==> config.mk <==
export PLATFORM = sky130hd
export DESIGN_NAME = hazard_unit_flat
export DESIGN_NICKNAME = d
export VERILOG_FILES = /design/src/design/core_pkg.sv /design/src/design/isa_pkg.sv /design/src/design/stage_if.sv /design/src/design/hazard_unit.sv /design/src/flat_wrapper.sv
export SDC_FILE = /design/constraint.sdc
export NUM_CORES = 1
export LEC_CHECK = 0
export BUFFER_PORTS_ARGS = -buffer_cell sky130_fd_sc_hd__buf_2
export CORE_MARGIN = 4
export CORE_UTILIZATION = 25
export DETAILED_ROUTE_END_ITERATION = 7
export PLACE_DENSITY = 0.79
export SLEW_MARGIN = 20
export SYNTH_ARGS = -nofsm -noshare
export SYNTH_HDL_FRONTEND = slang
export SYNTH_SLANG_ARGS = --single-unit
==> constraint.sdc <==
create_clock -name vclk -period 1.3
set_input_delay 0.195 -clock vclk [all_inputs]
set_output_delay 0.195 -clock vclk [all_outputs]
set_load 0.02 [all_outputs]
==> src/design/core_pkg.sv <==
/* Datapath widths, memory sizes, reset vector and ALU operation codes of the core.
   Imported by the pipeline stages and by the testbench. */
`default_nettype none

package core_pkg;

    localparam int WORD_W  = 32;
    localparam int IMEM_AW = 8;   // 256 instruction words
    localparam int DMEM_AW = 8;   // 256 data words

    typedef logic [WORD_W-1:0]  word_t;
    typedef logic [IMEM_AW-1:0] imem_addr_t;
    typedef logic [2:0]         alu_sel_t;

    localparam word_t RESET_PC = 32'h0040_0000;

    localparam alu_sel_t ALU_ADD = 3'd0;
    localparam alu_sel_t ALU_SUB = 3'd1;
    localparam alu_sel_t ALU_AND = 3'd2;
    localparam alu_sel_t ALU_OR  = 3'd3;
    localparam alu_sel_t ALU_SLT = 3'd4;

endpackage

`default_nettype wire

==> src/design/isa_pkg.sv <==
/* MIPS instruction-set definitions shared by the decoder and the program encoders.
   Holds opcode and function codes, field positions and register-index types. */
`default_nettype none

package isa_pkg;

    localparam int INSTR_W    = 32;
    localparam int REG_IDX_W  = 5;
    localparam int OPCODE_W   = 6;
    localparam int FUNCT_W    = 6;
    localparam int IMM_W      = 16;

    // bit positions of the instruction fields
    localparam int OPCODE_LSB = 26;
    localparam int RS_LSB     = 21;
    localparam int RT_LSB     = 16;
    localparam int RD_LSB     = 11;

    typedef logic [INSTR_W-1:0]   instr_t;
    typedef logic [REG_IDX_W-1:0] reg_idx_t;
    typedef logic [OPCODE_W-1:0]  opcode_t;
    typedef logic [FUNCT_W-1:0]   funct_t;

    localparam opcode_t OP_RTYPE = 6'h00;
    localparam opcode_t OP_ADDI  = 6'h08;
    localparam opcode_t OP_LW    = 6'h23;
    localparam opcode_t OP_SW    = 6'h2B;
    localparam opcode_t OP_BEQ   = 6'h04;
    localparam opcode_t OP_BNE   = 6'h05;

    localparam funct_t FN_ADD = 6'h20;
    localparam funct_t FN_SUB = 6'h22;
    localparam funct_t FN_AND = 6'h24;
    localparam funct_t FN_OR  = 6'h25;
    localparam funct_t FN_SLT = 6'h2A;

    localparam instr_t NOP_INSTR = '0;  // sll r0, r0, 0 acts as a bubble

endpackage

`default_nettype wire
==> src/design/stage_if.sv <==
/* Stage-register bundles between decode and execute and between execute and memory.
   The hazard unit taps both through read-only monitor views. */
`timescale 1ns/1ps
`default_nettype none

interface dx_if;
    import core_pkg::*;
    import isa_pkg::*;

    logic     reg_write;
    logic     mem_read;
    logic     mem_write;
    logic     mem_to_reg;
    logic     alu_src_imm;  // second operand is the immediate
    alu_sel_t alu_sel;
    word_t    rs_val;
    word_t    rt_val;
    word_t    imm;
    reg_idx_t dest;

    modport producer (
        output reg_write, mem_read, mem_write, mem_to_reg, alu_src_imm, alu_sel,
        output rs_val, rt_val, imm, dest
    );
    modport consumer (
        input reg_write, mem_read, mem_write, mem_to_reg, alu_src_imm, alu_sel,
        input rs_val, rt_val, imm, dest
    );
    modport monitor (input dest, reg_write, mem_read);
endinterface

interface xm_if;
    import core_pkg::*;
    import isa_pkg::*;

    logic     reg_write;
    logic     mem_read;
    logic     mem_write;
    logic     mem_to_reg;
    word_t    alu_result;  // also the data address
    word_t    store_data;
    reg_idx_t dest;

    modport producer (
        output reg_write, mem_read, mem_write, mem_to_reg, alu_result, store_data, dest
    );
    modport consumer (
        input reg_write, mem_read, mem_write, mem_to_reg, alu_result, store_data, dest
    );
    modport monitor (input dest, reg_write, mem_to_reg, alu_result);
endinterface

`default_nettype wire

==> src/design/hazard_unit.sv <==
/* Hazard detection for the decode stage. Stalls on results not yet available
   and selects memory-stage ALU results for forwarding into decode. */
`timescale 1ns/1ps
`default_nettype none

module hazard_unit (
    input  wire isa_pkg::reg_idx_t id_rs,
    input  wire isa_pkg::reg_idx_t id_rt,
    input  wire                    id_uses_rt,
    dx_if.monitor                  dx,
    xm_if.monitor                  xm,
    output logic                   stall,
    output logic                   fwd_rs,
    output logic                   fwd_rt,
    output core_pkg::word_t        fwd_data
);
    import isa_pkg::*;

    logic ex_busy, mem_load, mem_alu;

    // r0 never matches
    function automatic logic hit(input reg_idx_t dest, input reg_idx_t src);
        return (dest != '0) && (dest == src);
    endfunction

    function automatic logic reads(input reg_idx_t dest, input reg_idx_t rs,
                                   input reg_idx_t rt, input logic uses_rt);
        return hit(dest, rs) || (uses_rt && hit(dest, rt));
    endfunction

    assign ex_busy  = dx.reg_write || dx.mem_read;    // result not computed yet
    assign mem_load = xm.reg_write && xm.mem_to_reg;  // load data arrives next cycle
    assign mem_alu  = xm.reg_write && !xm.mem_to_reg;

    assign stall = (ex_busy && reads(dx.dest, id_rs, id_rt, id_uses_rt)) ||
                   (mem_load && reads(xm.dest, id_rs, id_rt, id_uses_rt));

    assign fwd_rs   = mem_alu && hit(xm.dest, id_rs);
    assign fwd_rt   = mem_alu && id_uses_rt && hit(xm.dest, id_rt);
    assign fwd_data = xm.alu_result;

endmodule

`default_nettype wire

==> src/flat_wrapper.sv <==
// flat-port wrapper written by rule: the top's interface ports become plain ports
module hazard_unit_flat import isa_pkg::*;
  (id_rs, id_rt, id_uses_rt, stall, fwd_rs, fwd_rt, fwd_data, dx_dest, dx_reg_write, dx_mem_read, xm_dest, xm_reg_write, xm_mem_to_reg, xm_alu_result);
  dx_if dx_i ();
  xm_if xm_i ();
  input  wire isa_pkg::reg_idx_t id_rs;
  input  wire isa_pkg::reg_idx_t id_rt;
  input  wire id_uses_rt;
  output logic stall;
  output logic fwd_rs;
  output logic fwd_rt;
  output core_pkg::word_t fwd_data;
  input wire logic [$bits(dx_i.dest)-1:0] dx_dest;
  input wire logic [$bits(dx_i.reg_write)-1:0] dx_reg_write;
  input wire logic [$bits(dx_i.mem_read)-1:0] dx_mem_read;
  input wire logic [$bits(xm_i.dest)-1:0] xm_dest;
  input wire logic [$bits(xm_i.reg_write)-1:0] xm_reg_write;
  input wire logic [$bits(xm_i.mem_to_reg)-1:0] xm_mem_to_reg;
  input wire logic [$bits(xm_i.alu_result)-1:0] xm_alu_result;
  assign dx_i.dest = dx_dest;
  assign dx_i.reg_write = dx_reg_write;
  assign dx_i.mem_read = dx_mem_read;
  assign xm_i.dest = xm_dest;
  assign xm_i.reg_write = xm_reg_write;
  assign xm_i.mem_to_reg = xm_mem_to_reg;
  assign xm_i.alu_result = xm_alu_result;
  hazard_unit u_core (.id_rs(id_rs), .id_rt(id_rt), .id_uses_rt(id_uses_rt), .dx(dx_i), .xm(xm_i), .stall(stall), .fwd_rs(fwd_rs), .fwd_rt(fwd_rt), .fwd_data(fwd_data));
endmodule
---- Yosys cells after proc, flatten, opt, wreduce, memory -nomap -nowiden ----
Index checks and enable logic that the tools add are counted.
operators by class
  eq/ne operators ......................... 4
  reduce and logical (&&, ||, !) cells .... 20
operators with widths
  cell               number
  $eq 5x5->1         4
  $logic_and 1x1->1  13
  $reduce_bool 5->1  2
  $logic_or 1x1->1   4
  $logic_not 1->1    1
word-level totals
  bits in registers ....................... 0
  input bits .............................. 57
  output and inout bits ................... 35
  word-level logic and storage cells ...... 24

---- Longest topological paths before layout ----
  depth in word-level cells ............... 6
  mapped depth ............................ 5

---- Least setup slack after synthesis ----
OpenSTA, ideal clock, no wires.
  path type ............................... input to output
  start point ............................. input xm_dest[0]
  end point ............................... output stall
  data arrival time ....................... 1226 ps
  data required time ...................... 1105 ps
  slack ................................... -121 ps
  cell stages on the path ................. 5
  buffers on the path ..................... 0
  cells stage by stage .................... or4_1 nor2_1 nor4_1 o211ai_1 o21ai_1
on the way
  longest elaborated chain between the ends .. 6
  elaborated cells on any way between the ends .. 9
  those cells by class .................... eq/ne: 2; reduce/logical: 7
RTL lines
  what                                             RTL line            RTL
  start: declaration                               flat_wrapper.sv:16  input wire logic [$bits(xm_i.dest)-1:0] xm_dest;
  $eq 5x5->1 or $reduce_bool 5->1 (tied branches)  hazard_unit.sv:23   return (dest != '0) && (dest == src);
  $logic_and 1x1->1                                hazard_unit.sv:23
  $logic_and 1x1->1                                hazard_unit.sv:28   return hit(dest, rs) || (uses_rt && hit(dest, rt));
  $logic_or 1x1->1 (*)                             hazard_unit.sv:28
  $logic_and 1x1->1 (*)                            hazard_unit.sv:36   (mem_load && reads(xm.dest, id_rs, id_rt, id_uses_rt));
  $logic_or 1x1->1 (*)                             hazard_unit.sv:35   assign stall = (ex_busy && reads(dx.dest, id_rs, id_rt, id_uses_rt)) ||
  end: declaration                                 flat_wrapper.sv:9   output logic stall;
Mark *: on every way between the ends. The rest lies on a longest branch, timed or not.

---- Worst setup path after layout ----
  start point ............................. input xm_dest[3]
  end point ............................... output fwd_rt
on the way
  longest elaborated chain between the ends .. 3
  elaborated cells on any way between the ends .. 4
  those cells by class .................... eq/ne: 1; reduce/logical: 3
RTL lines
  what                                             RTL line            RTL
  $eq 5x5->1 or $reduce_bool 5->1 (tied branches)  hazard_unit.sv:23
  $logic_and 1x1->1 (*)                            hazard_unit.sv:23
  $logic_and 1x1->1 (*)                            hazard_unit.sv:39   assign fwd_rt = mem_alu && id_uses_rt && hit(xm.dest, id_rt);
  end: declaration                                 flat_wrapper.sv:11  output logic fwd_rt;
Marks and branches as above.

==> results.toml <==
[routing]
drt_first_pass_iters = 1
vias = 415
routed_wl_um = 1250
route.detailed.wl_per_inst_um = 12.9
via_per_inst = 4.28
ant_nets = 0
drc = 0
drt_iter0_drc = 0

[sta]
layout_worst_path_cycle_share_pct = 127
relSlewSlack_pct = 82.0
tightest_slew_ns = 0.268
timing.final.ws_setup_ns = -0.352
max_freq_mhz = 605
setup_viol = 3
slew_violations = 0
fin_crit_ns = 1.65
final_hold_viol_count = 0
rsz0062_at_grt = "true"

[finish]
fin_nets = 129
diodes = 0
drive_above_1_share_pct = 58.6
multi_input_area_um2 = 307
nClkBuffers = 0
design.seq.count = 0
syn2layout_area_growth_pct = 6.76
seq_area_um2 = 0
stdcell_count = 97
stdcell_area_um2 = 553
nFillCells = 244

[worst_setup_path]
end_kind = "primary output"
cp_slowest_cell = "or4_4"
cp_max_fo = 2
worst_ep_arrival_time_ns = 1.46
cpLargestDelayFamily = "simple AND/OR/NAND/NOR gates"
cp.depth = 7
cp.required_ns = 1.11
worstSetupPathType = "in -> out"
start_kind = "primary input"
critPathBufInv = 3
cpPeakStageDelay_ns = 0.54
path_cells = "buf_6 -> or4_4 -> nor2_4 -> nor4_2 -> buf_4 -> and3b_2 -> buf_6"
cpMostUsedCell = "buf_6"

[logic_synthesis]
synth_adder_area_share_pct = 0
syn_inst = 68
synth_common_cells = "buf_4, xnor2_1, xor2_1"
synth.distinct_cells = 15
synth_area_um2 = 518
yosysTopAreaCellShare_pct = 46.4
synth_top_cell_by_area = "buf_4"
yosysMostFrequentCell = "buf_4"
synthMuxAreaShare_pct = 0
netlist_top_cells_area = "buf_4, xnor2_1, xor2_1"
yosysWarningCount = 0
synth_top_family_by_area = "buffers and inverters"
synthesis.nets = 125
ys_seq_area_share_pct = 0
synth_xor_area_share_pct = 33.8
yosys.area_share.simple_pct = 15.0
synth_compound_area_share_pct = 4.83
syn_avg_cell_area_um2 = 7.62

[floorplanning]
chipWidth_um = 53.5
die_y_um = 53.5
design.portCount = 92
core_um2 = 1960
dieArea_um2 = 2860
initial_core_util_pct = 26.4
row_count = 16

[power]
pwr-share-comb_pct = 100.0
p_leak_nw = 0.244
power.internal_w = 0.0000863
ir_drop_uv = 95.6
pwr-share-clk_pct = 0
p_sw_w = 0.0000701
switching_share_pct = 44.8
sequentialPowerShare_pct = 0
powerDensity_nw_per_um2 = 283

[global_routing]
grt.overflow.total = 0
grt_pass1_vias = 435
grt_max_degree = 4
grt_first_pass_wirelength_um = 1790
antenna_found_initial = 0
gr-usage-all-layers_pct = 8.25

[place]
placed_area_um2 = 494
io_buffers = 28
dpl.hpwl_um = 1080
dp_cells = 96
place_congestion = 0.757

[run_status]
violations = "negative setup slack"
outcome = "complete, but fails checks"

[run]
drv_cap = 0

[clock_network]
hold_buffers = 0

[min_path]
hold_path.class = "in -> out"
hold_depth = 0
[per-stage QoR]
stage          utilization, %  hold slack [ns]  setup TNS (ns)  setup WS (ns)  total power [W]
2_1_floorplan               -            0.503          -0.132        -0.0957         0.000206
3_3_place_gp             25.2            0.390          -0.849         -0.332         0.000141
3_5_place_dp             25.2            0.390          -0.927         -0.359         0.000144
4_1_cts                  27.7            0.390          -0.806         -0.345         0.000156
5_1_grt                  28.2            0.390           -1.07         -0.426         0.000171
6_report                 28.2            0.390          -0.890         -0.352         0.000156
[what timing repair did]
| action | in CTS | in global routing |
|---|---|---|
| pin swaps | 5 | 3 |
| setup endpoints to repair | 3 | 3 |
| resized for setup | 12 | 1 |
| setup buffers | 0 | 1 |
[layout by cell type (no fill, tap or decap), types with 2 or more instances in the layout]
cell	netlist	routed
and3b_2	1	2
xor2_1	10	10
xnor2_1	10	10
nand3_1	2	2
buf_2	0	23
buf_4	32	7
nor4_2	0	2
buf_6	0	4
[worst paths after layout]
check	start	end
max	xm_dest[3]	fwd_rt
min	xm_alu_result[10]	fwd_data[10]
[power by group through the flow]
| stage | Sequential, W | Combinational, W | Clock (W) |
|---|---|---|---|
| after floorplan | 0 | 0.000206 | 0 |
| after global placement | 0 | 0.000141 | 0 |
| after detailed placement | 0 | 0.000144 | 0 |
| after CTS | 0 | 0.000156 | 0 |
| after global routing | 0 | 0.000171 | 0 |
| final | 0 | 0.000156 | 0 |
[kinds of logic after synthesis]
family / Yosys count
buffers and inverters: 32
AOI/OAI and AO/OA: 4
xor gates and xnor gates: 20
and+or+nand+nor: 12
[layout make-up]
cell class                      instances  share of cell area (%)
Timing Repair Buffer                   34                    38.5
Multi-Input combinational cell         36                    55.4
Tap cell                               27                    6.11
[layer usage]
metal,share of wire [%],GRT usage (%)
met1,37,9.24
met5,0,0
met4,2.3,2.98
met2,46,14.3
met3,15,2.82
No activity file was read; power rests on OpenSTA's default activity.
