==> src/design/core_pkg.sv <==
/* Datapath widths, memory sizes, reset vector and ALU operation codes of the core.
   Imported by the pipeline stages and by the testbench. */
`default_nettype none

package core_pkg;

    localparam int WORD_W  = 32;
    localparam int IMEM_AW = 8;   // 256 instruction words
    localparam int DMEM_AW = 8;   // 256 data words

    typedef logic [WORD_W-1:0]  word_t;
    typedef logic [IMEM_AW-1:0] imem_addr_t;
    typedef logic [2:0]         alu_sel_t;

    localparam word_t RESET_PC = 32'h0040_0000;

    localparam alu_sel_t ALU_ADD = 3'd0;
    localparam alu_sel_t ALU_SUB = 3'd1;
    localparam alu_sel_t ALU_AND = 3'd2;
    localparam alu_sel_t ALU_OR  = 3'd3;
    localparam alu_sel_t ALU_SLT = 3'd4;

endpackage

`default_nettype wire

==> src/design/isa_pkg.sv <==
/* MIPS instruction-set definitions shared by the decoder and the program encoders.
   Holds opcode and function codes, field positions and register-index types. */
`default_nettype none

package isa_pkg;

    localparam int INSTR_W    = 32;
    localparam int REG_IDX_W  = 5;
    localparam int OPCODE_W   = 6;
    localparam int FUNCT_W    = 6;
    localparam int IMM_W      = 16;

    // bit positions of the instruction fields
    localparam int OPCODE_LSB = 26;
    localparam int RS_LSB     = 21;
    localparam int RT_LSB     = 16;
    localparam int RD_LSB     = 11;

    typedef logic [INSTR_W-1:0]   instr_t;
    typedef logic [REG_IDX_W-1:0] reg_idx_t;
    typedef logic [OPCODE_W-1:0]  opcode_t;
    typedef logic [FUNCT_W-1:0]   funct_t;

    localparam opcode_t OP_RTYPE = 6'h00;
    localparam opcode_t OP_ADDI  = 6'h08;
    localparam opcode_t OP_LW    = 6'h23;
    localparam opcode_t OP_SW    = 6'h2B;
    localparam opcode_t OP_BEQ   = 6'h04;
    localparam opcode_t OP_BNE   = 6'h05;

    localparam funct_t FN_ADD = 6'h20;
    localparam funct_t FN_SUB = 6'h22;
    localparam funct_t FN_AND = 6'h24;
    localparam funct_t FN_OR  = 6'h25;
    localparam funct_t FN_SLT = 6'h2A;

    localparam instr_t NOP_INSTR = '0;  // sll r0, r0, 0 acts as a bubble

endpackage

`default_nettype wire
==> src/design/stage_if.sv <==
/* Stage-register bundles between decode and execute and between execute and memory.
   The hazard unit taps both through read-only monitor views. */
`timescale 1ns/1ps
`default_nettype none

interface dx_if;
    import core_pkg::*;
    import isa_pkg::*;

    logic     reg_write;
    logic     mem_read;
    logic     mem_write;
    logic     mem_to_reg;
    logic     alu_src_imm;  // second operand is the immediate
    alu_sel_t alu_sel;
    word_t    rs_val;
    word_t    rt_val;
    word_t    imm;
    reg_idx_t dest;

    modport producer (
        output reg_write, mem_read, mem_write, mem_to_reg, alu_src_imm, alu_sel,
        output rs_val, rt_val, imm, dest
    );
    modport consumer (
        input reg_write, mem_read, mem_write, mem_to_reg, alu_src_imm, alu_sel,
        input rs_val, rt_val, imm, dest
    );
    modport monitor (input dest, reg_write, mem_read);
endinterface

interface xm_if;
    import core_pkg::*;
    import isa_pkg::*;

    logic     reg_write;
    logic     mem_read;
    logic     mem_write;
    logic     mem_to_reg;
    word_t    alu_result;  // also the data address
    word_t    store_data;
    reg_idx_t dest;

    modport producer (
        output reg_write, mem_read, mem_write, mem_to_reg, alu_result, store_data, dest
    );
    modport consumer (
        input reg_write, mem_read, mem_write, mem_to_reg, alu_result, store_data, dest
    );
    modport monitor (input dest, reg_write, mem_to_reg, alu_result);
endinterface

`default_nettype wire

==> src/design/execute_unit.sv <==
/* Execute stage: operand select, the five-operation ALU and the execute/memory
   register that carries the result and remaining controls to memory. */
`timescale 1ns/1ps
`default_nettype none

module execute_unit (
    input  wire   SYS_clk,
    input  wire   SYS_reset,
    dx_if.consumer dx,
    xm_if.producer xm
);
    import core_pkg::*;

    word_t op_b;
    word_t alu_result;

    assign op_b = dx.alu_src_imm ? dx.imm : dx.rt_val;

    always_comb
    begin
        case (dx.alu_sel)
            ALU_ADD: alu_result = dx.rs_val + op_b;
            ALU_SUB: alu_result = dx.rs_val - op_b;
            ALU_AND: alu_result = dx.rs_val & op_b;
            ALU_OR:  alu_result = dx.rs_val | op_b;
            ALU_SLT: alu_result = {31'b0, $signed(dx.rs_val) < $signed(op_b)};  // signed
            default: alu_result = '0;
        endcase
    end

    always_ff @(posedge SYS_clk)
    begin
        if (SYS_reset)
        begin
            xm.reg_write  <= 1'b0;
            xm.mem_read   <= 1'b0;
            xm.mem_write  <= 1'b0;
            xm.mem_to_reg <= 1'b0;
            xm.dest       <= '0;
        end
        else
        begin
            xm.reg_write  <= dx.reg_write;
            xm.mem_read   <= dx.mem_read;
            xm.mem_write  <= dx.mem_write;
            xm.mem_to_reg <= dx.mem_to_reg;
            xm.dest       <= dx.dest;
        end
        xm.alu_result <= alu_result;
        xm.store_data <= dx.rt_val;
    end

endmodule

`default_nettype wire

==> src/flat_wrapper.sv <==
// flat-port wrapper written by rule: the top's interface ports become plain ports
module execute_unit_flat import core_pkg::*;
  (SYS_clk, SYS_reset, dx_reg_write, dx_mem_read, dx_mem_write, dx_mem_to_reg, dx_alu_src_imm, dx_alu_sel, dx_rs_val, dx_rt_val, dx_imm, dx_dest, xm_reg_write, xm_mem_read, xm_mem_write, xm_mem_to_reg, xm_alu_result, xm_store_data, xm_dest);
  dx_if dx_i ();
  xm_if xm_i ();
  input  wire SYS_clk;
  input  wire SYS_reset;
  input wire logic [$bits(dx_i.reg_write)-1:0] dx_reg_write;
  input wire logic [$bits(dx_i.mem_read)-1:0] dx_mem_read;
  input wire logic [$bits(dx_i.mem_write)-1:0] dx_mem_write;
  input wire logic [$bits(dx_i.mem_to_reg)-1:0] dx_mem_to_reg;
  input wire logic [$bits(dx_i.alu_src_imm)-1:0] dx_alu_src_imm;
  input wire logic [$bits(dx_i.alu_sel)-1:0] dx_alu_sel;
  input wire logic [$bits(dx_i.rs_val)-1:0] dx_rs_val;
  input wire logic [$bits(dx_i.rt_val)-1:0] dx_rt_val;
  input wire logic [$bits(dx_i.imm)-1:0] dx_imm;
  input wire logic [$bits(dx_i.dest)-1:0] dx_dest;
  output wire logic [$bits(xm_i.reg_write)-1:0] xm_reg_write;
  output wire logic [$bits(xm_i.mem_read)-1:0] xm_mem_read;
  output wire logic [$bits(xm_i.mem_write)-1:0] xm_mem_write;
  output wire logic [$bits(xm_i.mem_to_reg)-1:0] xm_mem_to_reg;
  output wire logic [$bits(xm_i.alu_result)-1:0] xm_alu_result;
  output wire logic [$bits(xm_i.store_data)-1:0] xm_store_data;
  output wire logic [$bits(xm_i.dest)-1:0] xm_dest;
  assign dx_i.reg_write = dx_reg_write;
  assign dx_i.mem_read = dx_mem_read;
  assign dx_i.mem_write = dx_mem_write;
  assign dx_i.mem_to_reg = dx_mem_to_reg;
  assign dx_i.alu_src_imm = dx_alu_src_imm;
  assign dx_i.alu_sel = dx_alu_sel;
  assign dx_i.rs_val = dx_rs_val;
  assign dx_i.rt_val = dx_rt_val;
  assign dx_i.imm = dx_imm;
  assign dx_i.dest = dx_dest;
  assign xm_reg_write = xm_i.reg_write;
  assign xm_mem_read = xm_i.mem_read;
  assign xm_mem_write = xm_i.mem_write;
  assign xm_mem_to_reg = xm_i.mem_to_reg;
  assign xm_alu_result = xm_i.alu_result;
  assign xm_store_data = xm_i.store_data;
  assign xm_dest = xm_i.dest;
  execute_unit u_core (.SYS_clk(SYS_clk), .SYS_reset(SYS_reset), .dx(dx_i), .xm(xm_i));
endmodule
==> config.mk <==
export PLATFORM = sky130hd
export DESIGN_NAME = execute_unit_flat
export DESIGN_NICKNAME = d
export VERILOG_FILES = /design/src/design/core_pkg.sv /design/src/design/isa_pkg.sv /design/src/design/stage_if.sv /design/src/design/execute_unit.sv /design/src/flat_wrapper.sv
export SDC_FILE = /design/constraint.sdc
export NUM_CORES = 1
export LEC_CHECK = 0
export ABC_AREA = 1
export BUFFER_PORTS_ARGS = -buffer_cell sky130_fd_sc_hd__buf_2
export CAP_MARGIN = 20
export CORE_ASPECT_RATIO = 0.8
export CORE_UTILIZATION = 40
export DETAILED_ROUTE_END_ITERATION = 8
export HOLD_SLACK_MARGIN = 0.02
export SETUP_SLACK_MARGIN = 0.15
export SLEW_MARGIN = 0
export SYNTH_ARGS = -nofsm -noshare
export SYNTH_HDL_FRONTEND = slang
export SYNTH_SLANG_ARGS = --single-unit
==> constraint.sdc <==
create_clock -name SYS_clk -period 6.6 [get_ports SYS_clk]
set_input_delay 1.32 -clock SYS_clk [delete_from_list [all_inputs] [get_ports SYS_clk]]
set_output_delay 1.32 -clock SYS_clk [all_outputs]
set_load 0.005 [all_outputs]
# Yosys cells after proc, flatten, opt, wreduce, memory -nomap -nowiden

Cells that the tools add are included.
Widths: inputs -> output; s select.

Bitwise logic cells: 2
Magnitude comparators: 1
Reduce and logical (&&, ||, !) cells: 1
Multipliers: 0
Add/sub/neg operators: 2
Divide/modulo/power cells: 0
Equality and inequality tests: 4
Shifts and indexed selects: 0
Multiplexer cells: 2

Operator list:

| cell               | count |
|---|---|
| $pmux 32 s5        | 1 |
| $add 32x32->32     | 1 |
| $and 32x32->32     | 1 |
| $lt 32x32->1       | 1 |
| $mux 32            | 1 |
| $or 32x32->32      | 1 |
| $sub 32x32->32     | 1 |
| $eq 3x2->1 const B | 2 |
| $eq 3x1->1 const B | 1 |
| $eq 3x3->1 const B | 1 |
| $logic_not 3->1    | 1 |

Latch bits: 0
RAM bits: 0
Bits in read-only memories: 0
Memories kept: 0
Input port bits: 111
Output and inout port bits: 73
Bits in registers: 73

# Logic depth before layout (Yosys ltp)

Gate-level depths: netlist of run 1.

Depth after elaboration: 3
Mapped depth: 19
Depth with buffers taken out: 18

# Worst setup path before layout of run 1

OpenSTA, ideal clock, no wires.

Path type: input port to flip-flop
Start: input port dx_alu_src_imm
End: register u_core.xm.alu_result[20]
Required time: 6.479 ns
Stages on the path: 19
Slack: 2.959 ns
Arrival: 3.520 ns
Path through: clkbuf_1 -> clkbuf_1 -> nand2_1 -> o21ai_0 -> inv_1 -> ha_1 -> fa_1 -> inv_1 -> nand3_1 -> nand2_1 -> nand2_1 -> nand2_1 -> nand2_1 -> nand2_1 -> nand3_1 -> nand2_1 -> nand2_1 -> nand3_1 -> nand3_1

Word-level cells in the longest chain between the ends: 3

Ends and longest elaborated chain:

| element                                      | line               | source |
|---|---|---|
| start, declared                              | flat_wrapper.sv:12 | `input wire logic [$bits(dx_i.alu_src_imm)-1:0] dx_alu_src_imm;` |
| $mux 32 *                                    | execute_unit.sv:17 | `assign op_b = dx.alu_src_imm ? dx.imm : dx.rt_val;` |
| $sub 32x32->32, or another cell as far along | execute_unit.sv:23 | `ALU_SUB: alu_result = dx.rs_val - op_b;` |
| $pmux 32 s5 *                                | execute_unit.sv:21 | `case (dx.alu_sel)` |
| net u_core.alu_result[20]                    | execute_unit.sv:15 | `word_t alu_result;` |
| end, declared                                | stage_if.sv:45     | `output reg_write, mem_read, mem_write, mem_to_reg, alu_result, store_data, dest` |

Mark *: on every way through the listed nets, which the timed path passes. The rest lies on a longest branch.
A chain may end at the register's enable or synchronous reset.

# Worst setup path in the final report of run 1

Start: input port dx_alu_src_imm
End: register u_core.xm.alu_result[16]

Same word-level chain as after synthesis.

==> results of run 1 <==
-- critical path, delay by kind of cell --
family | cells | cell delay, ns
compound gates | 3 | 0.72
buf+inv | 5 | 1.03
fa+ha+maj | 2 | 0.69
simple gates | 5 | 0.45
-- layout by cell type, fill, tap and decap left out, types with 3 or more instances in the layout --
master / instances
o21ai_0: 64
ha_1: 106
buf_4: 4
dfxtp_1: 73
nor2_2: 5
a21boi_0: 7
nor2_1: 137
o21bai_1: 10
buf_2: 183
nand4_1: 13
nand2_2: 12
o21ai_2: 3
a21oi_1: 81
nor3_1: 10
nor3_2: 4
o2111ai_1: 7
nand3_1: 124
inv_1: 260
inv_2: 12
clkbuf_16: 9
o21ai_1: 6
xor2_1: 3
a21oi_2: 3
nand2_1: 353
-- power by group through the flow --
stage                     sequential (mW)  combinational (mW)  clock (mW)
after floorplan                     0.505               0.444           0
after global routing                0.493               0.791       0.577
after CTS                           0.490               0.693       0.558
final                               0.490               0.710       0.547
after global placement              0.500               0.688           0
after detailed placement            0.499               0.689           0
-- cell families after synthesis --
kind of cell | after synthesis | synth area share (%)
AO/OA/AOI/OAI | 191 | 13.76
XOR/XNOR | 3 | 0.3329
adder cells (fa/ha/maj) | 108 | 17.31
buffers and inverters | 304 | 14.95
flip-flops | 73 | 18.51
AND/OR/NAND/NOR | 663 | 35.14
-- how the worst max path moves through the flow --
stage	from	to	slack [ns]	depth (start not counted)
floorplan	dx_alu_src_imm	u_core.xm.alu_result[20]	2.96	19
global placement	dx_alu_src_imm	u_core.xm.alu_result[16]	1.99	14
detailed placement	dx_alu_src_imm	u_core.xm.alu_result[16]	1.91	14
CTS	dx_alu_src_imm	u_core.xm.alu_result[16]	2.28	14
global route	dx_alu_src_imm	u_core.xm.alu_result[16]	2.27	15
finish	dx_alu_src_imm	u_core.xm.alu_result[16]	2.58	15
-- Yosys cell counts, types with 2 or more instances --
cell type  number
a31oi_1         2
o21ai_1         6
inv_1         260
nand2_2        12
nand2_1       353
buf_2           9
xor2_1          3
o21ai_2         3
o21ai_0        64
nand4_1        13
o2111ai_1       7
buf_4           7
ha_1          106
nor3_1         11
a21boi_0        7
clkbuf_1       15
dfxtp_1        73
a21oi_1        81
nor2_1        137
fa_1            2
nor2_2          5
nand3_1       124
inv_2          12
o21bai_1       10
nor3_2          3
a21oi_2         3
o221ai_1        2
-- routing by layer --
metal / share of wire [%] / up-vias / track usage (%)
li1: - / 4511 / -
met1: 49 / 3889 / 42.11
met2: 37 / 450 / 38.67
met3: 12 / 33 / 8.314
met4: 1.5 / 0 / 7.014
met5: 0 / - / 0
-- cell type report --
class / count / area (µm²)
Fill cell: 2134 / 9804
Sequential cell: 73 / 1461
Timing Repair Buffer: 188 / 965.9
Clock buffer: 9 / 225.2
Multi-Input combinational cell: 965 / 5258
Inverter: 272 / 1021
Clock inverter: 7 / 85.08
Tap cell: 258 / 322.8
-- per-stage QoR --
stage	utilization (%)	hold WS [ns]	total power [mW]	setup slack, ns	cells
after floorplan	-	1.348	0.9486	2.959	1342
after global placement	47.06	1.433	1.188	1.988	1755
after detailed placement	47.06	1.435	1.188	1.906	1755
after CTS	48.68	1.061	1.741	2.282	1771
after global routing	48.78	1.058	1.861	2.272	1772
final	48.78	1.067	1.747	2.582	1772
==> impl_metrics.tcl, run 1 <==
set metrics [dict create \
    status "complete, no violations" \
    postCtsHoldBufs 0 \
    yosysSeqAreaShare_pct 18.51 \
    p_leak_nw 5.456 \
    drtIter0Drc 883 \
    ir_worst_vdd_mv 0.1134 \
    slew_violations 0 \
    crit_arrival_ns 4.23 \
    slowest_delay_ns 0.46 \
    antenna_cells 0 \
    route.detailed.wl_per_inst_um 16.11 \
    postCtsSetupRepairBufs 0 \
    post_cts_resized 0 \
    synth.top_cell.area_share_pct 18.51 \
    crit_type "input port to flop" \
    cp-start-kind "input port" \
    switching_share_pct 42.14 \
    die_h_um 127.7 \
    synthDistinctLibCells 39 \
    pwr-share-seq_pct 28.0 \
    layout.nets 1728 \
    rsz0062_at_grt "false" \
    min_to "u_core.xm.store_data[3]" \
    cts.sinks 73 \
    syn_area_per_cell_um2 5.882 \
    synth_nets 1561 \
    syn_to_final_growth_pct 18.31 \
    tightestPinTransition_ns 1.190 \
    p_per_area_mw_per_mm2 187.1 \
    hpwlAfterDp_um 23380 \
    p_sw_mw 0.7363 \
    setup-violations-final 0 \
    setup-tns-final_ns 0 \
    end_kind "flop" \
    top_regs "u_core.xm.alu_result: 32 flops, u_core.xm.store_data: 32 flops, u_core.xm.dest: 5 flops" \
    cp_max_fo 40 \
    vias_per_cell 5.013 \
    vias 8883 \
    syn_area_mm2 0.007894 \
    stdcell_area_mm2 0.009339 \
    place.gp.congestion 0.9750 \
    synth_cells 1342 \
    drive_gt1_share_pct 16.25 \
    h-tree-depth 3 \
    p_int_mw 1.011 \
    clockRootBuffer "clkbuf_16" \
    cp.required_ns 6.81 \
    synth_area_leaders "dfxtp_1 19%, ha_1 17%, nand2_1 17%" \
    io_buffer_count 183 \
    crit_chain "buf_2 > buf_12 > o21ai_0 > inv_1 > ha_1 > inv_1 > fa_1 > o21ai_2 > inv_1 > o21ai_2 > nand3_1 > nand2_1 > nand2_1 > nand3_1 > nand3_1" \
    start_util_pct 41.24 \
    numCtsBuffers 9 \
    clk_pin_slew_worst_paths_ns 0.07 \
    pwr-share-comb_pct 40.7 \
    yosysWarnings 0 \
    fin_crit_ns 4.018 \
    hp-class "input port to flop" \
    antenna_found_initial 1 \
    grt_pass1_vias 8113 \
    final.period_utilization_pct 60.88 \
    min_from "dx_rt_val[3]" \
    grt-ovfl-total 0 \
    clock_path_buffers 2 \
    synthFlopType "dfxtp_1" \
    cts_tree "built" \
    grt_pass1_wl_um 43880 \
    p_clk_share_pct 31.3 \
    core_region_area_mm2 0.01914 \
    ios 184 \
    wl_um 28550 \
    grt_max_degree 65 \
    grt_util_all_layers_pct 28.21 \
    post_dp_cell_area_mm2 0.009009 \
    synth-edff-count 0 \
    dieWidth_um 159.1 \
    ant_nets 0 \
    fmax_mhz 248.9 \
    maxCapViolCount 0 \
    dieArea_mm2 0.02030 \
    holdPathStages 1 \
    synth-seq-cells 73 \
    first_pass_iters 7 \
    drc_errors 0 \
    slew_headroom_pct 20.40 \
    hold_violations 0 \
    crit_path_top_delay_cell "fa_1" \
    synth-async-reset-ratio_pct 0 \
    synth_top_cell_by_area "dfxtp_1" \
    num_rows 45 \
]
Note: power is estimated with default switching activity, not from simulation.
==> run 2: changes to the inputs <==
==> constraint.sdc (replaced) <==
create_clock -name SYS_clk -period 3.5 [get_ports SYS_clk]
set_input_delay 0.7 -clock SYS_clk [delete_from_list [all_inputs] [get_ports SYS_clk]]
set_output_delay 0.7 -clock SYS_clk [all_outputs]
set_load 0.005 [all_outputs]
==> run 2 against run 1 <==
Compared with the run above:
- global-route usage grew 0.88 points
- highest routed layer unchanged
- sequential power grew 88%
- critical endpoint is now u_core.xm.alu_result[19]
- critical path depth shrank 1
- final area grew 2.9%
- die area is the same
==> impl_metrics.tcl, run 2 (synthesized netlist as in run 1, its figures left out) <==
set metrics [dict create \
    hp-class "input port to flop" \
    wl_um 29100 \
    tightestPinTransition_ns 0.6527 \
    power_mw 3.342 \
    ir_worst_vdd_mv 0.2150 \
    layout.nets 1764 \
    grt_max_degree 31 \
    layout_common_cells "353 x nand2_1, 260 x inv_1, 183 x buf_2" \
    die_h_um 127.7 \
    cts.sinks 73 \
    dieArea_mm2 0.02030 \
    antenna_cells 0 \
    min_to "u_core.xm.store_data[5]" \
    status "complete, no violations" \
    maxCapViolCount 0 \
    grt_pass1_wl_um 45640 \
    instances_no_fill 1808 \
    place.gp.congestion 0.9932 \
    clock_path_buffers 2 \
    rsz0062_at_grt "false" \
    num-fill-cells 2124 \
    slew_violations 0 \
    p_per_area_mw_per_mm2 347.8 \
    dieWidth_um 159.1 \
    grt_util_all_layers_pct 29.08 \
    stdcell_area_mm2 0.009609 \
    start_util_pct 41.24 \
    post_cts_resized 0 \
    slew_headroom_pct 56.03 \
    clk_pin_slew_worst_paths_ns 0.07 \
    final.period_utilization_pct 86.79 \
    p_leak_nw 5.630 \
    cp.required_ns 3.74 \
    first_pass_iters 6 \
    hold_violations 0 \
    postCtsHoldBufs 0 \
    route.detailed.wl_per_inst_um 16.09 \
    cts_tree "built" \
    end_kind "flop" \
    vias 9010 \
    dp_cells 1792 \
    antenna_found_initial 0 \
    clockRootBuffer "clkbuf_16" \
    num_rows 45 \
    hpwlAfterDp_um 24430 \
    grt_pass1_vias 8382 \
    fin_crit_ns 3.038 \
    setup-tns-final_ns 0 \
    numCtsBuffers 9 \
    h-tree-depth 3 \
    core_region_area_mm2 0.01914 \
    syn_to_final_growth_pct 21.73 \
    cp_max_fo 24 \
    holdPathStages 1 \
    ant_nets 0 \
    setup-violations-final 0 \
    grt-ovfl-total 0 \
    io_buffer_count 183 \
    cp-start-kind "input port" \
    postCtsSetupRepairBufs 0 \
    crit_type "input port to flop" \
    top_regs "u_core.xm.alu_result: 32 flops, u_core.xm.store_data: 32 flops, u_core.xm.dest: 5 flops" \
    layout_commonest_cell "nand2_1" \
    ios 184 \
    fmax_mhz 329.2 \
    drc_errors 0 \
    vias_per_cell 4.983 \
    drtIter0Drc 821 \
    min_from "dx_rt_val[5]" \
    drive_gt1_share_pct 18.19 \
    post_dp_cell_area_mm2 0.009299 \
    crit_arrival_ns 3.28 \
]
run 2: cell types whose count changed in the layout (fill, tap and decap cells not counted), sizes merged:
| cell | delta |
|---|---|
| buf | +36 |
run 2: worst max path at each step:
stage / startpoint / end / slack, ns / cells after the start
global placement: dx_alu_src_imm / u_core.xm.alu_result[0] / 0.09 / 14
detailed placement: dx_alu_src_imm / u_core.xm.alu_result[0] / 0.05 / 14
finish: dx_alu_src_imm / u_core.xm.alu_result[19] / 0.46 / 14
floorplan: dx_alu_src_imm / u_core.xm.alu_result[20] / 0.48 / 19
global route: dx_alu_src_imm / u_core.xm.alu_result[0] / 0.17 / 14
CTS: dx_alu_src_imm / u_core.xm.alu_result[0] / 0.43 / 14
run 2: per-stage QoR:
step	utilization, %	worst slack (ns)	hold WS (ns)
floorplan	-	0.4790	0.7277
global placement	48.58	0.08784	0.8152
detailed placement	48.58	0.05411	0.8153
CTS	50.20	0.4291	0.4402
global route	50.20	0.1729	0.4415
finish	50.20	0.4623	0.4483
run 2: worst max-delay path, cell delays in order:
cell     delay (ns)
buf_2          0.26
buf_12         0.20
o21ai_0        0.17
ha_1           0.51
inv_1          0.10
a21oi_1        0.39
nand2_1        0.16
inv_1          0.08
nand3_1        0.16
buf_4          0.21
nand2_1        0.10
nand3_1        0.07
nand3_1        0.09
nand3_1        0.07
run 2: layout make-up:
class,instances,area (µm²),share of cell area (%)
flip-flops and latches,73,1461,15.21
inverters,272,1021,10.63
multi-input cells,965,5258,54.71
clock inverters,7,85.08,0.8854
repair buffers,224,1236,12.86
clock buffers,9,225.2,2.344
well taps,258,322.8,3.359
run 2: layer usage:
layer  part of all wire [%]  vias to the layer above  GRT usage (%)
met2                     39                      412          42.03
met4                   0.80                        0          5.034
li1                       -                     4584              -
met3                     11                       19          5.985
met5                      0                        -              0
met1                     50                     3995          44.13
run 2: power breakdown:
| group | switching [mW] | leakage (nW) | internal (mW) |
|---|---|---|---|
| clock | 0.449 | 0.146 | 0.569 |
| sequential | 0.0171 | 0.612 | 0.903 |
| combinational | 0.920 | 4.87 | 0.484 |
