<file path="src/design/core_pkg.sv">
/* Datapath widths, memory sizes, reset vector and ALU operation codes of the core.
   Imported by the pipeline stages and by the testbench. */
`default_nettype none

package core_pkg;

    localparam int WORD_W  = 32;
    localparam int IMEM_AW = 8;   // 256 instruction words
    localparam int DMEM_AW = 8;   // 256 data words

    typedef logic [WORD_W-1:0]  word_t;
    typedef logic [IMEM_AW-1:0] imem_addr_t;
    typedef logic [2:0]         alu_sel_t;

    localparam word_t RESET_PC = 32'h0040_0000;

    localparam alu_sel_t ALU_ADD = 3'd0;
    localparam alu_sel_t ALU_SUB = 3'd1;
    localparam alu_sel_t ALU_AND = 3'd2;
    localparam alu_sel_t ALU_OR  = 3'd3;
    localparam alu_sel_t ALU_SLT = 3'd4;

endpackage

`default_nettype wire

</file>
<file path="src/design/isa_pkg.sv">
/* MIPS instruction-set definitions shared by the decoder and the program encoders.
   Holds opcode and function codes, field positions and register-index types. */
`default_nettype none

package isa_pkg;

    localparam int INSTR_W    = 32;
    localparam int REG_IDX_W  = 5;
    localparam int OPCODE_W   = 6;
    localparam int FUNCT_W    = 6;
    localparam int IMM_W      = 16;

    // bit positions of the instruction fields
    localparam int OPCODE_LSB = 26;
    localparam int RS_LSB     = 21;
    localparam int RT_LSB     = 16;
    localparam int RD_LSB     = 11;

    typedef logic [INSTR_W-1:0]   instr_t;
    typedef logic [REG_IDX_W-1:0] reg_idx_t;
    typedef logic [OPCODE_W-1:0]  opcode_t;
    typedef logic [FUNCT_W-1:0]   funct_t;

    localparam opcode_t OP_RTYPE = 6'h00;
    localparam opcode_t OP_ADDI  = 6'h08;
    localparam opcode_t OP_LW    = 6'h23;
    localparam opcode_t OP_SW    = 6'h2B;
    localparam opcode_t OP_BEQ   = 6'h04;
    localparam opcode_t OP_BNE   = 6'h05;

    localparam funct_t FN_ADD = 6'h20;
    localparam funct_t FN_SUB = 6'h22;
    localparam funct_t FN_AND = 6'h24;
    localparam funct_t FN_OR  = 6'h25;
    localparam funct_t FN_SLT = 6'h2A;

    localparam instr_t NOP_INSTR = '0;  // sll r0, r0, 0 acts as a bubble

endpackage

`default_nettype wire
</file>
<file path="src/design/stage_if.sv">
/* Stage-register bundles between decode and execute and between execute and memory.
   The hazard unit taps both through read-only monitor views. */
`timescale 1ns/1ps
`default_nettype none

interface dx_if;
    import core_pkg::*;
    import isa_pkg::*;

    logic     reg_write;
    logic     mem_read;
    logic     mem_write;
    logic     mem_to_reg;
    logic     alu_src_imm;  // second operand is the immediate
    alu_sel_t alu_sel;
    word_t    rs_val;
    word_t    rt_val;
    word_t    imm;
    reg_idx_t dest;

    modport producer (
        output reg_write, mem_read, mem_write, mem_to_reg, alu_src_imm, alu_sel,
        output rs_val, rt_val, imm, dest
    );
    modport consumer (
        input reg_write, mem_read, mem_write, mem_to_reg, alu_src_imm, alu_sel,
        input rs_val, rt_val, imm, dest
    );
    modport monitor (input dest, reg_write, mem_read);
endinterface


`default_nettype wire

</file>
<file path="src/design/decode_unit.sv">
/* Decode stage: control decode, operand select with memory-stage forwarding,
   early branch resolution and the decode/execute register. */
`timescale 1ns/1ps
`default_nettype none

module decode_unit (
    input  wire                    SYS_clk,
    input  wire                    SYS_reset,
    input  wire isa_pkg::instr_t   if_instr,
    input  wire core_pkg::word_t   if_pc,
    input  wire                    stall,
    input  wire                    fwd_rs,
    input  wire                    fwd_rt,
    input  wire core_pkg::word_t   fwd_data,
    input  wire                    wb_en,
    input  wire isa_pkg::reg_idx_t wb_dest,
    input  wire core_pkg::word_t   wb_data,
    input  wire isa_pkg::reg_idx_t dbg_reg_addr,
    output core_pkg::word_t        dbg_reg_data,
    output isa_pkg::reg_idx_t      id_rs,
    output isa_pkg::reg_idx_t      id_rt,
    output logic                   id_uses_rt,
    output logic                   branch_taken,
    output core_pkg::word_t        branch_target,
    dx_if.producer                 dx
);
    import core_pkg::*;
    import isa_pkg::*;

    opcode_t  opcode;
    funct_t   funct;
    reg_idx_t rd;
    word_t    imm;
    word_t    file_rs, file_rt;
    word_t    rs_val, rt_val;
    logic     reg_write, mem_read, mem_write, mem_to_reg, alu_src_imm, dest_is_rd;
    alu_sel_t alu_sel;

    assign opcode = if_instr[OPCODE_LSB +: OPCODE_W];
    assign funct  = if_instr[FUNCT_W-1:0];
    assign id_rs  = if_instr[RS_LSB +: REG_IDX_W];
    assign id_rt  = if_instr[RT_LSB +: REG_IDX_W];
    assign rd     = if_instr[RD_LSB +: REG_IDX_W];
    assign imm    = word_t'($signed(if_instr[IMM_W-1:0]));

    always_comb
    begin
        reg_write   = 1'b0;
        mem_read    = 1'b0;
        mem_write   = 1'b0;
        mem_to_reg  = 1'b0;
        alu_src_imm = 1'b0;
        dest_is_rd  = 1'b0;
        id_uses_rt  = 1'b0;
        alu_sel     = ALU_ADD;
        case (opcode)
            OP_RTYPE:
            begin
                dest_is_rd = 1'b1;
                id_uses_rt = 1'b1;
                reg_write  = 1'b1;
                case (funct)
                    FN_ADD:  alu_sel = ALU_ADD;
                    FN_SUB:  alu_sel = ALU_SUB;
                    FN_AND:  alu_sel = ALU_AND;
                    FN_OR:   alu_sel = ALU_OR;
                    FN_SLT:  alu_sel = ALU_SLT;
                    default: reg_write = 1'b0;  // nop and unsupported functions
                endcase
            end
            OP_ADDI:
            begin
                reg_write   = 1'b1;
                alu_src_imm = 1'b1;
            end
            OP_LW:
            begin
                reg_write   = 1'b1;
                mem_read    = 1'b1;
                mem_to_reg  = 1'b1;
                alu_src_imm = 1'b1;
            end
            OP_SW:
            begin
                mem_write   = 1'b1;
                alu_src_imm = 1'b1;
                id_uses_rt  = 1'b1;  // store data read here
            end
            OP_BEQ, OP_BNE:
                id_uses_rt = 1'b1;
            default: ;
        endcase
    end

    reg_file u_reg_file (
        .SYS_clk      (SYS_clk),
        .SYS_reset    (SYS_reset),
        .rd_addr_a    (id_rs),
        .rd_addr_b    (id_rt),
        .rd_data_a    (file_rs),
        .rd_data_b    (file_rt),
        .dbg_reg_addr (dbg_reg_addr),
        .dbg_reg_data (dbg_reg_data),
        .wb_en        (wb_en),
        .wb_dest      (wb_dest),
        .wb_data      (wb_data)
    );

    assign rs_val = fwd_rs ? fwd_data : file_rs;
    assign rt_val = fwd_rt ? fwd_data : file_rt;

    // branch resolves here, so the fetch behind it is the only wrong-path slot
    assign branch_taken  = (opcode == OP_BEQ && rs_val == rt_val) ||
                           (opcode == OP_BNE && rs_val != rt_val);
    assign branch_target = if_pc + 32'd4 + {imm[29:0], 2'b00};

    always_ff @(posedge SYS_clk)
    begin
        if (SYS_reset || stall)  // bubble
        begin
            dx.reg_write   <= 1'b0;
            dx.mem_read    <= 1'b0;
            dx.mem_write   <= 1'b0;
            dx.mem_to_reg  <= 1'b0;
            dx.alu_src_imm <= 1'b0;
            dx.alu_sel     <= ALU_ADD;
            dx.dest        <= '0;
        end
        else
        begin
            dx.reg_write   <= reg_write;
            dx.mem_read    <= mem_read;
            dx.mem_write   <= mem_write;
            dx.mem_to_reg  <= mem_to_reg;
            dx.alu_src_imm <= alu_src_imm;
            dx.alu_sel     <= alu_sel;
            dx.dest        <= dest_is_rd ? rd : id_rt;
        end
        dx.rs_val <= rs_val;
        dx.rt_val <= rt_val;
        dx.imm    <= imm;
    end

endmodule

`default_nettype wire

</file>
<file path="src/design/reg_file.sv">
/* 32-entry register file read in decode and written at the end of writeback.
   A read of the register being written returns the new value. */
`timescale 1ns/1ps
`default_nettype none

module reg_file (
    input  wire                   SYS_clk,
    input  wire                   SYS_reset,
    input  wire isa_pkg::reg_idx_t rd_addr_a,
    input  wire isa_pkg::reg_idx_t rd_addr_b,
    output core_pkg::word_t       rd_data_a,
    output core_pkg::word_t       rd_data_b,
    input  wire isa_pkg::reg_idx_t dbg_reg_addr,
    output core_pkg::word_t       dbg_reg_data,
    input  wire                   wb_en,
    input  wire isa_pkg::reg_idx_t wb_dest,
    input  wire core_pkg::word_t  wb_data
);
    import core_pkg::*;
    import isa_pkg::*;

    word_t regs [32];

    function automatic word_t read_port(input reg_idx_t addr, input word_t stored,
                                        input logic we, input reg_idx_t wa, input word_t wd);
        if (addr == '0)
            return '0;
        if (we && wa == addr)
            return wd;  // same-cycle writeback
        return stored;
    endfunction

    assign rd_data_a    = read_port(rd_addr_a, regs[rd_addr_a], wb_en, wb_dest, wb_data);
    assign rd_data_b    = read_port(rd_addr_b, regs[rd_addr_b], wb_en, wb_dest, wb_data);
    assign dbg_reg_data = read_port(dbg_reg_addr, regs[dbg_reg_addr], wb_en, wb_dest, wb_data);

    always_ff @(posedge SYS_clk)
    begin
        if (SYS_reset)
        begin
            for (int i = 0; i < 32; i++)
                regs[i] <= '0;
        end
        else if (wb_en && wb_dest != '0)  // r0 stays zero
            regs[wb_dest] <= wb_data;
    end

endmodule

`default_nettype wire

</file>
<file path="src/flat_wrapper.sv">
// flat-port wrapper written by rule: the top's interface ports become plain ports
module decode_unit_flat import core_pkg::*; import isa_pkg::*;
  (SYS_clk, SYS_reset, if_instr, if_pc, stall, fwd_rs, fwd_rt, fwd_data, wb_en, wb_dest, wb_data, dbg_reg_addr, dbg_reg_data, id_rs, id_rt, id_uses_rt, branch_taken, branch_target, dx_reg_write, dx_mem_read, dx_mem_write, dx_mem_to_reg, dx_alu_src_imm, dx_alu_sel, dx_rs_val, dx_rt_val, dx_imm, dx_dest);
  dx_if dx_i ();
  input  wire SYS_clk;
  input  wire SYS_reset;
  input  wire isa_pkg::instr_t if_instr;
  input  wire core_pkg::word_t if_pc;
  input  wire stall;
  input  wire fwd_rs;
  input  wire fwd_rt;
  input  wire core_pkg::word_t fwd_data;
  input  wire wb_en;
  input  wire isa_pkg::reg_idx_t wb_dest;
  input  wire core_pkg::word_t wb_data;
  input  wire isa_pkg::reg_idx_t dbg_reg_addr;
  output core_pkg::word_t dbg_reg_data;
  output isa_pkg::reg_idx_t id_rs;
  output isa_pkg::reg_idx_t id_rt;
  output logic id_uses_rt;
  output logic branch_taken;
  output core_pkg::word_t branch_target;
  output wire logic [$bits(dx_i.reg_write)-1:0] dx_reg_write;
  output wire logic [$bits(dx_i.mem_read)-1:0] dx_mem_read;
  output wire logic [$bits(dx_i.mem_write)-1:0] dx_mem_write;
  output wire logic [$bits(dx_i.mem_to_reg)-1:0] dx_mem_to_reg;
  output wire logic [$bits(dx_i.alu_src_imm)-1:0] dx_alu_src_imm;
  output wire logic [$bits(dx_i.alu_sel)-1:0] dx_alu_sel;
  output wire logic [$bits(dx_i.rs_val)-1:0] dx_rs_val;
  output wire logic [$bits(dx_i.rt_val)-1:0] dx_rt_val;
  output wire logic [$bits(dx_i.imm)-1:0] dx_imm;
  output wire logic [$bits(dx_i.dest)-1:0] dx_dest;
  assign dx_reg_write = dx_i.reg_write;
  assign dx_mem_read = dx_i.mem_read;
  assign dx_mem_write = dx_i.mem_write;
  assign dx_mem_to_reg = dx_i.mem_to_reg;
  assign dx_alu_src_imm = dx_i.alu_src_imm;
  assign dx_alu_sel = dx_i.alu_sel;
  assign dx_rs_val = dx_i.rs_val;
  assign dx_rt_val = dx_i.rt_val;
  assign dx_imm = dx_i.imm;
  assign dx_dest = dx_i.dest;
  decode_unit u_core (.SYS_clk(SYS_clk), .SYS_reset(SYS_reset), .if_instr(if_instr), .if_pc(if_pc), .stall(stall), .fwd_rs(fwd_rs), .fwd_rt(fwd_rt), .fwd_data(fwd_data), .wb_en(wb_en), .wb_dest(wb_dest), .wb_data(wb_data), .dbg_reg_addr(dbg_reg_addr), .dbg_reg_data(dbg_reg_data), .id_rs(id_rs), .id_rt(id_rt), .id_uses_rt(id_uses_rt), .branch_taken(branch_taken), .branch_target(branch_target), .dx(dx_i));
endmodule
</file>
<file path="config.mk">
export PLATFORM = sky130hd
export DESIGN_NAME = decode_unit_flat
export DESIGN_NICKNAME = d
export VERILOG_FILES = /design/src/design/core_pkg.sv /design/src/design/isa_pkg.sv /design/src/design/stage_if.sv /design/src/design/decode_unit.sv /design/src/design/reg_file.sv /design/src/flat_wrapper.sv
export SDC_FILE = /design/constraint.sdc
export NUM_CORES = 2
export LEC_CHECK = 0
export BUFFER_PORTS_ARGS = -buffer_cell sky130_fd_sc_hd__buf_2
export CORE_UTILIZATION = 35
export CTS_CLUSTER_SIZE = 30
export DETAILED_ROUTE_END_ITERATION = 10
export GPL_TIMING_DRIVEN = 0
export HOLD_SLACK_MARGIN = 0.08
export PLACE_DENSITY = 0.48
export SKIP_LAST_GASP = 1
export SYNTH_ARGS = -nofsm -noshare
export SYNTH_HDL_FRONTEND = slang
export SYNTH_SLANG_ARGS = --single-unit
</file>
<file path="constraint.sdc">
create_clock -name SYS_clk -period 4.7 [get_ports SYS_clk]
set_clock_uncertainty 0.2 [all_clocks]
set_input_delay 0.705 -clock SYS_clk [delete_from_list [all_inputs] [get_ports SYS_clk]]
set_output_delay 0.705 -clock SYS_clk [all_outputs]
set_load 0.02 [all_outputs]
</file>
# [Word-level counts from Yosys, hierarchy flattened]
# Memory sizes are Yosys's and may differ from the RTL's.
# Index checks and enable logic that the tools add are counted.
[classes] n_addsub=2 n_eq_ne=15 bitwise=1 mux=40 reduce_logical=19
[op_table] op="two-way mux 32 bit" n=15
[op_table] op="== test 6 bit, second input constant" n=7
[op_table] op="adder 32 x 3 -> 32 bit, second input constant" n=1
[op_table] op="adder 32 bit" n=1
[op_table] op="== test 32 bit" n=1
[op_table] op="!= test 32 bit" n=1
[op_table] op="OR reduction 32 bit" n=1
[op_table] op="two-way mux 1 bit" n=21
[op_table] op="== test 5 bit" n=3
[op_table] op="logical NOT 5 bit" n=3
[op_table] op="== test 6 x 3 -> 1 bit, second input constant" n=2
[op_table] op="one-hot mux 3 bit (4 select lines)" n=1
[op_table] op="two-way mux 5 bit" n=2
[op_table] op="== test 6 x 4 -> 1 bit, second input constant" n=1
[op_table] op="logical AND 1 bit" n=6
[op_table] op="logical NOT 6 bit" n=1
[op_table] op="nonzero test 5 bit" n=1
[op_table] op="OR reduction 5 bit" n=1
[op_table] op="OR reduction 2 bit" n=2
[op_table] op="OR reduction 4 bit" n=1
[op_table] op="OR reduction 3 bit" n=1
[op_table] op="logical OR 1 bit" n=2
[op_table] op="one-hot mux 1 bit (2 select lines)" n=1
[op_table] op="NOT 1 bit" n=1
[word_totals] output_inout_bits=185 ram_bits=1024 n_memories=1 word_cells=87 inputBits=144 ff_bits=92
[memory_table] memory="u_core.u_reg_file.regs" words=32 width=32 read_ports=3 rd_ports_with_merged_regs=0 write_ports=32 line="reg_file.sv:22" source="word_t regs [32];"

# [Depth between registers and ports, before layout]
[logic_depth] word_depth=10 ltp_mapped=17 ltp_nobuf=15

# [Modules after synthesis]
# From an unflattened synthesis, not the netlist that was laid out.
[hier_totals] hier_cells=5080 hier_area_um2=69126.3
[by_module_without_submodules] module="reg_file" seq_area_each_um2=30749.5 cells_per_inst=4461 area_per_inst_um2=63176.8 instances=1
[by_module_without_submodules] module="decode_unit" seq_area_each_um2=1841.8 cells_per_inst=619 area_per_inst_um2=5949.5 instances=1

# [Worst setup path before layout]
# OpenSTA, ideal clock, no wires.
[synth_path] kind="input -> output" startpoint="in if_instr[1]" endpoint="out branch_target[31]" path_buffers=0 path_slack_ps=-229 t_arrival_ps=4024 required_time_ps=3795 stages=13 path_cell_list="ha_1 > ha_1 > fa_1 > a21o_1 > a21oi_1 > o21ai_0 > a22o_1 > a221o_1 > a22o_1 > o41ai_1 > o2111ai_1 > a21oi_1 > xnor2_1"
[synth_between] elab_chain_len=1
[synth_lines] item="from (decl)" line="flat_wrapper.sv:7" source="input wire isa_pkg::instr_t if_instr;"
[synth_lines] item="adder 32 bit" line="decode_unit.sv:115" source="assign branch_target = if_pc + 32'd4 + {imm[29:0], 2'b00};"
[synth_lines] item="to (decl)" line="flat_wrapper.sv:22" source="output core_pkg::word_t branch_target;"
# No other way between the ends.

# [Worst setup path after layout]
[layout_path] startpoint="in if_instr[17]" endpoint="out branch_taken"
[layout_between] elab_chain_len=10 elab_cells_between_ends=16 cone_classes="3 x eq/ne; 7 x mux; 5 x reduce/logical; 1 x memory"
[layout_lines] item="branches (longest 5 deep; another with memory (32 x 32 bit))"
[layout_lines] item="two-way mux 32 bit (*)" line="reg_file.sv:28" source="if (we && wa == addr)"
[layout_lines] item="two-way mux 32 bit (*)" line="decode_unit.sv:110" source="assign rt_val = fwd_rt ? fwd_data : file_rt;"
[layout_lines] item="net u_core.rt_val[31]" line="decode_unit.sv:35" source="word_t rs_val, rt_val;"
[layout_lines] item="== test 32 bit or != test 32 bit (tied branches)" line="decode_unit.sv:113, decode_unit.sv:114"
[layout_lines] item="logical AND 1 bit, on equally long branches" line="decode_unit.sv:113, decode_unit.sv:114"
[layout_lines] item="logical OR 1 bit (*)" line="decode_unit.sv:113" source="assign branch_taken = (opcode == OP_BEQ && rs_val == rt_val) ||"
[layout_lines] item="to (decl)" line="flat_wrapper.sv:21" source="output logic branch_taken;"
# Mark *: on every way through the listed nets, which the timed path passes. The select of a mux whose other input is x is not followed.

==> flow_summary.yaml <==
outcome:
  status: "finished with violations"
  violations: "capacitance limit, slew limit, setup timing"
sta:
  holdWs_ns: 0.0834
  timing.fmax_mhz: 162
  finalCriticalPeriod_ns: 6.18
  rsz0062_at_grt: "yes"
  timing.final.crit_share_pct: 131
  hold_viol: 0
  timing.final.ws_setup_ns: -1.48
  slew_viol_final: 16
  tightest_slew_ns: 1.73
  slew_headroom_pct: -15.6
  finalSetupViolCount: 25
  final.setup.tns_ns: -3.28
layout:
  drive_above_1_share_pct: 36.7
  synthToLayoutAreaGrowth_pct: 23.2
  largest_reg_flops: 1024
  fin_nets: 5655
  finalNonFillerCells: 8236
  reg_top3: "u_core.u_reg_file.regs (1024), u_core.dx.rs_val (32), u_core.dx.rt_val (32)"
  regMostFlops: "u_core.u_reg_file.regs"
routing:
  final_antenna_net_count: 0
  wl_um: 468000
  drc: 0
  wire_per_inst_um: 56.9
  drtIter0Drc: 12900
  post_drt_via_cell_ratio: 7.25
  drt_first_pass_iters: 8
  vias: 59700
worst_setup_path:
  crit_top_cell: "buf_8"
  cp-start-kind: "input pin"
  cp_num_buf_inv: 7
  path_delay_family: "buffers and inverters"
  cp_max_fo: 10
  rr_worst_depth: 6
  cp_data_arrival_time_ns: 5.27
  cp-end-kind: "output port"
  slowest_stage: "a221oi_2"
  crit_cells: 16
  cp_cell_sequence: "buf_4, buf_8, buf_8, buf_8, buf_8, mux4_2, a221oi_2, nor3_1, a221o_1, xor2_1, nor3_2, nand4_1, nor3_4, buf_8, mux2i_2, buf_4"
  worstPathRequired_ns: 3.80
  critical-path-max-stage-delay_ns: 0.47
  critical_path_class: "input pin to output port"
floorplanning:
  die_w_um: 446
  initial_utilization_pct: 35.3
  dieArea_mm2: 0.199
  row_count: 162
  core_mm2: 0.195
  die_y_um: 446
  pin_count: 329
yosys:
  syn_inst: 4759
  synth_edf_count: 1024
  synthArstFlopShare_pct: 0
  yosys.area_share.xor_xnor_pct: 0.724
  synth.cell_area_mm2: 0.0689
  synthMuxAreaShare_pct: 29.5
  yosysSeqAreaShare_pct: 47.3
  synth_ff_type: "edfxtp_1"
  avgSynthCellArea_um2: 14.5
  synth_top_family_by_area: "multiplexers"
  synth-compound-area-share_pct: 5.27
  synth.distinct_cells: 84
  synth-simple-area-share_pct: 12.3
  ys_ff_latch: 1116
  synth_fa_ha_area_share_pct: 1.06
  synth_warnings: 0
cts:
  cts_tree: "built"
  cts_sinks: 1116
  path_clk_slew_ns: 0.05
  clk_latency_ns: 0.90
  cts_inserted_buffers: 141
  htree_levels: 4
  root_buffer: "clkbuf_16"
  cts_buffer_depth: 3
pwr:
  vdd_drop_max_mv: 0.442
  power_w: 0.0301
  p_per_area_mw_per_mm2: 354
  p_leak_nw: 30.1
hold_path:
  min_path_cells: 5
  hold_path.class: "input pin to register"
run:
  cap_violations: 2
placement:
  finalWeightedCongestion: 1.11
  place_inst: 7802
  numPortBuffers: 311
  dpl.hpwl_um: 331000
global_routing:
  grt.overflow.total: 0
  grt_pass1_wl_um: 583000
  antenna_found_initial: 85
  grt_max_degree: 31
  gr-usage-all-layers_pct: 46.5
  grt_pass1_vias: 53300
[power by group]
group          internal [W]  switching (W)
Sequential           0.0114       0.000432
Combinational       0.00257        0.00455
Clock               0.00618        0.00492
[repair_timing]
item,in CTS,in global routing
endpoints found under the hold margin,64,0
gates resized for setup,691,83
hold buffers,49,0
pin swaps,42,19
endpoints found under the setup margin,57,23
setup buffers,70,17
[final timing paths]
kind         slack (ns)                                        start                              end
max               -1.48                                 if_instr[17]                     branch_taken
min                0.08                                  if_instr[2]  u_core.dx.alu_sel[0]$_SDFF_PP0_
max reg2reg        1.78   u_core.u_reg_file.regs[5][9]$_SDFFCE_PN0P_      u_core.dx.rs_val[9]$_DFF_P_
min reg2reg        0.80  u_core.u_reg_file.regs[1][24]$_SDFFCE_PN0P_     u_core.dx.rt_val[24]$_DFF_P_
[layout make-up]
class,count,area [um2]
Multi-Input combinational cell,3116,35200
Antenna cell,44,110
Tap cell,2624,3280
Inverter,21,93.8
Buffer,533,4540
Clock buffer,186,3850
Clock inverter,72,633
Sequential cell,1116,32600
Fill cell,17800,110000
Timing Repair Buffer,524,4680
[metrics by stage]
stage	cell area (um2)	util, %	worst slack [ns]
6_report	84900	43.5	-1.48
5_1_grt	84800	43.5	-1.29
4_1_cts	84300	43.2	-1.25
3_5_place_dp	76000	39.0	-4.05
3_3_place_gp	74000	37.9	-5.96
2_1_floorplan	69100	-	0.00231
[tightest hold or removal path, cell delays in order]
cell and delay (ns):
buf_4 0.14, nand2_1 0.07, nor2_1 0.03, a21oi_1 0.10, nor3_1 0.05
[synthesized netlist by cell type (all sizes together), types with 18 or more instances]
cell	n	area share (%)
a211oi	62	0.68
nand3	34	0.25
edfxtp	1024	45
o21ai	66	0.48
o22ai	18	0.16
or2	44	0.40
a21oi	67	0.49
nand2	89	0.48
buf	204	1.9
ha	57	1.0
a221oi	22	0.30
nor3	93	0.69
a21o	27	0.29
mux4	816	27
and2	948	8.6
nor2	137	0.75
clkbuf	333	1.8
xnor2	29	0.37
inv	20	0.11
a22oi	85	0.93
nor2b	31	0.28
a22o	21	0.27
mux2i	177	2.6
o211ai	22	0.26
xor2	28	0.36
dfxtp	92	2.7
[layer usage]
metal | global-route usage (%) | wire, um | vias to the layer above
li1 | - | - | 20300
met1 | 54.7 | 160000 | 30900
met2 | 62.9 | 187000 | 6506
met3 | 23.1 | 72200 | 1897
met4 | 39.1 | 48600 | 53
met5 | 1.05 | 842 | -
[logic make-up (layout without fill, tap and decap cells)]
family                     Yosys count  after routing
and+or+nand+nor                   1456           1456
DFF                               1116           1116
muxes                             1009           1009
buffers and inverters              558           1336
AOI/OAI and AO/OA                  504            504
adders and majority gates           58             58
xor gates and xnor gates            57             57
other                                1             76
[cells in the final DEF, fill, tap and decap left out, types with 23 or more instances in the layout]
cell type	synthesis	final
buf_16	0	70
nor2b_1	31	28
buf_8	0	42
clkbuf_1	333	246
clkinv_2	0	25
dfxtp_1	92	92
conb_1	1	32
nor3_1	91	82
clkbuf_16	0	146
mux4_2	808	808
diode_2	0	44
buf_12	4	70
buf_4	54	135
nand3_1	34	30
mux2i_1	177	158
o21ai_0	62	45
edfxtp_1	1024	1024
nor2_1	137	129
a21oi_1	67	55
xor2_1	28	23
nand2_1	89	86
a211oi_1	62	48
clkbuf_4	0	38
clkbuf_8	0	29
dlygate4sd3_1	0	49
buf_2	64	316
a22oi_1	85	79
clkbuf_2	0	54
a21o_1	27	26
ha_1	57	49
buf_6	26	39
xnor2_1	29	26
and2_1	947	944
or2_4	0	31
(Power assumes the default switching activity.)
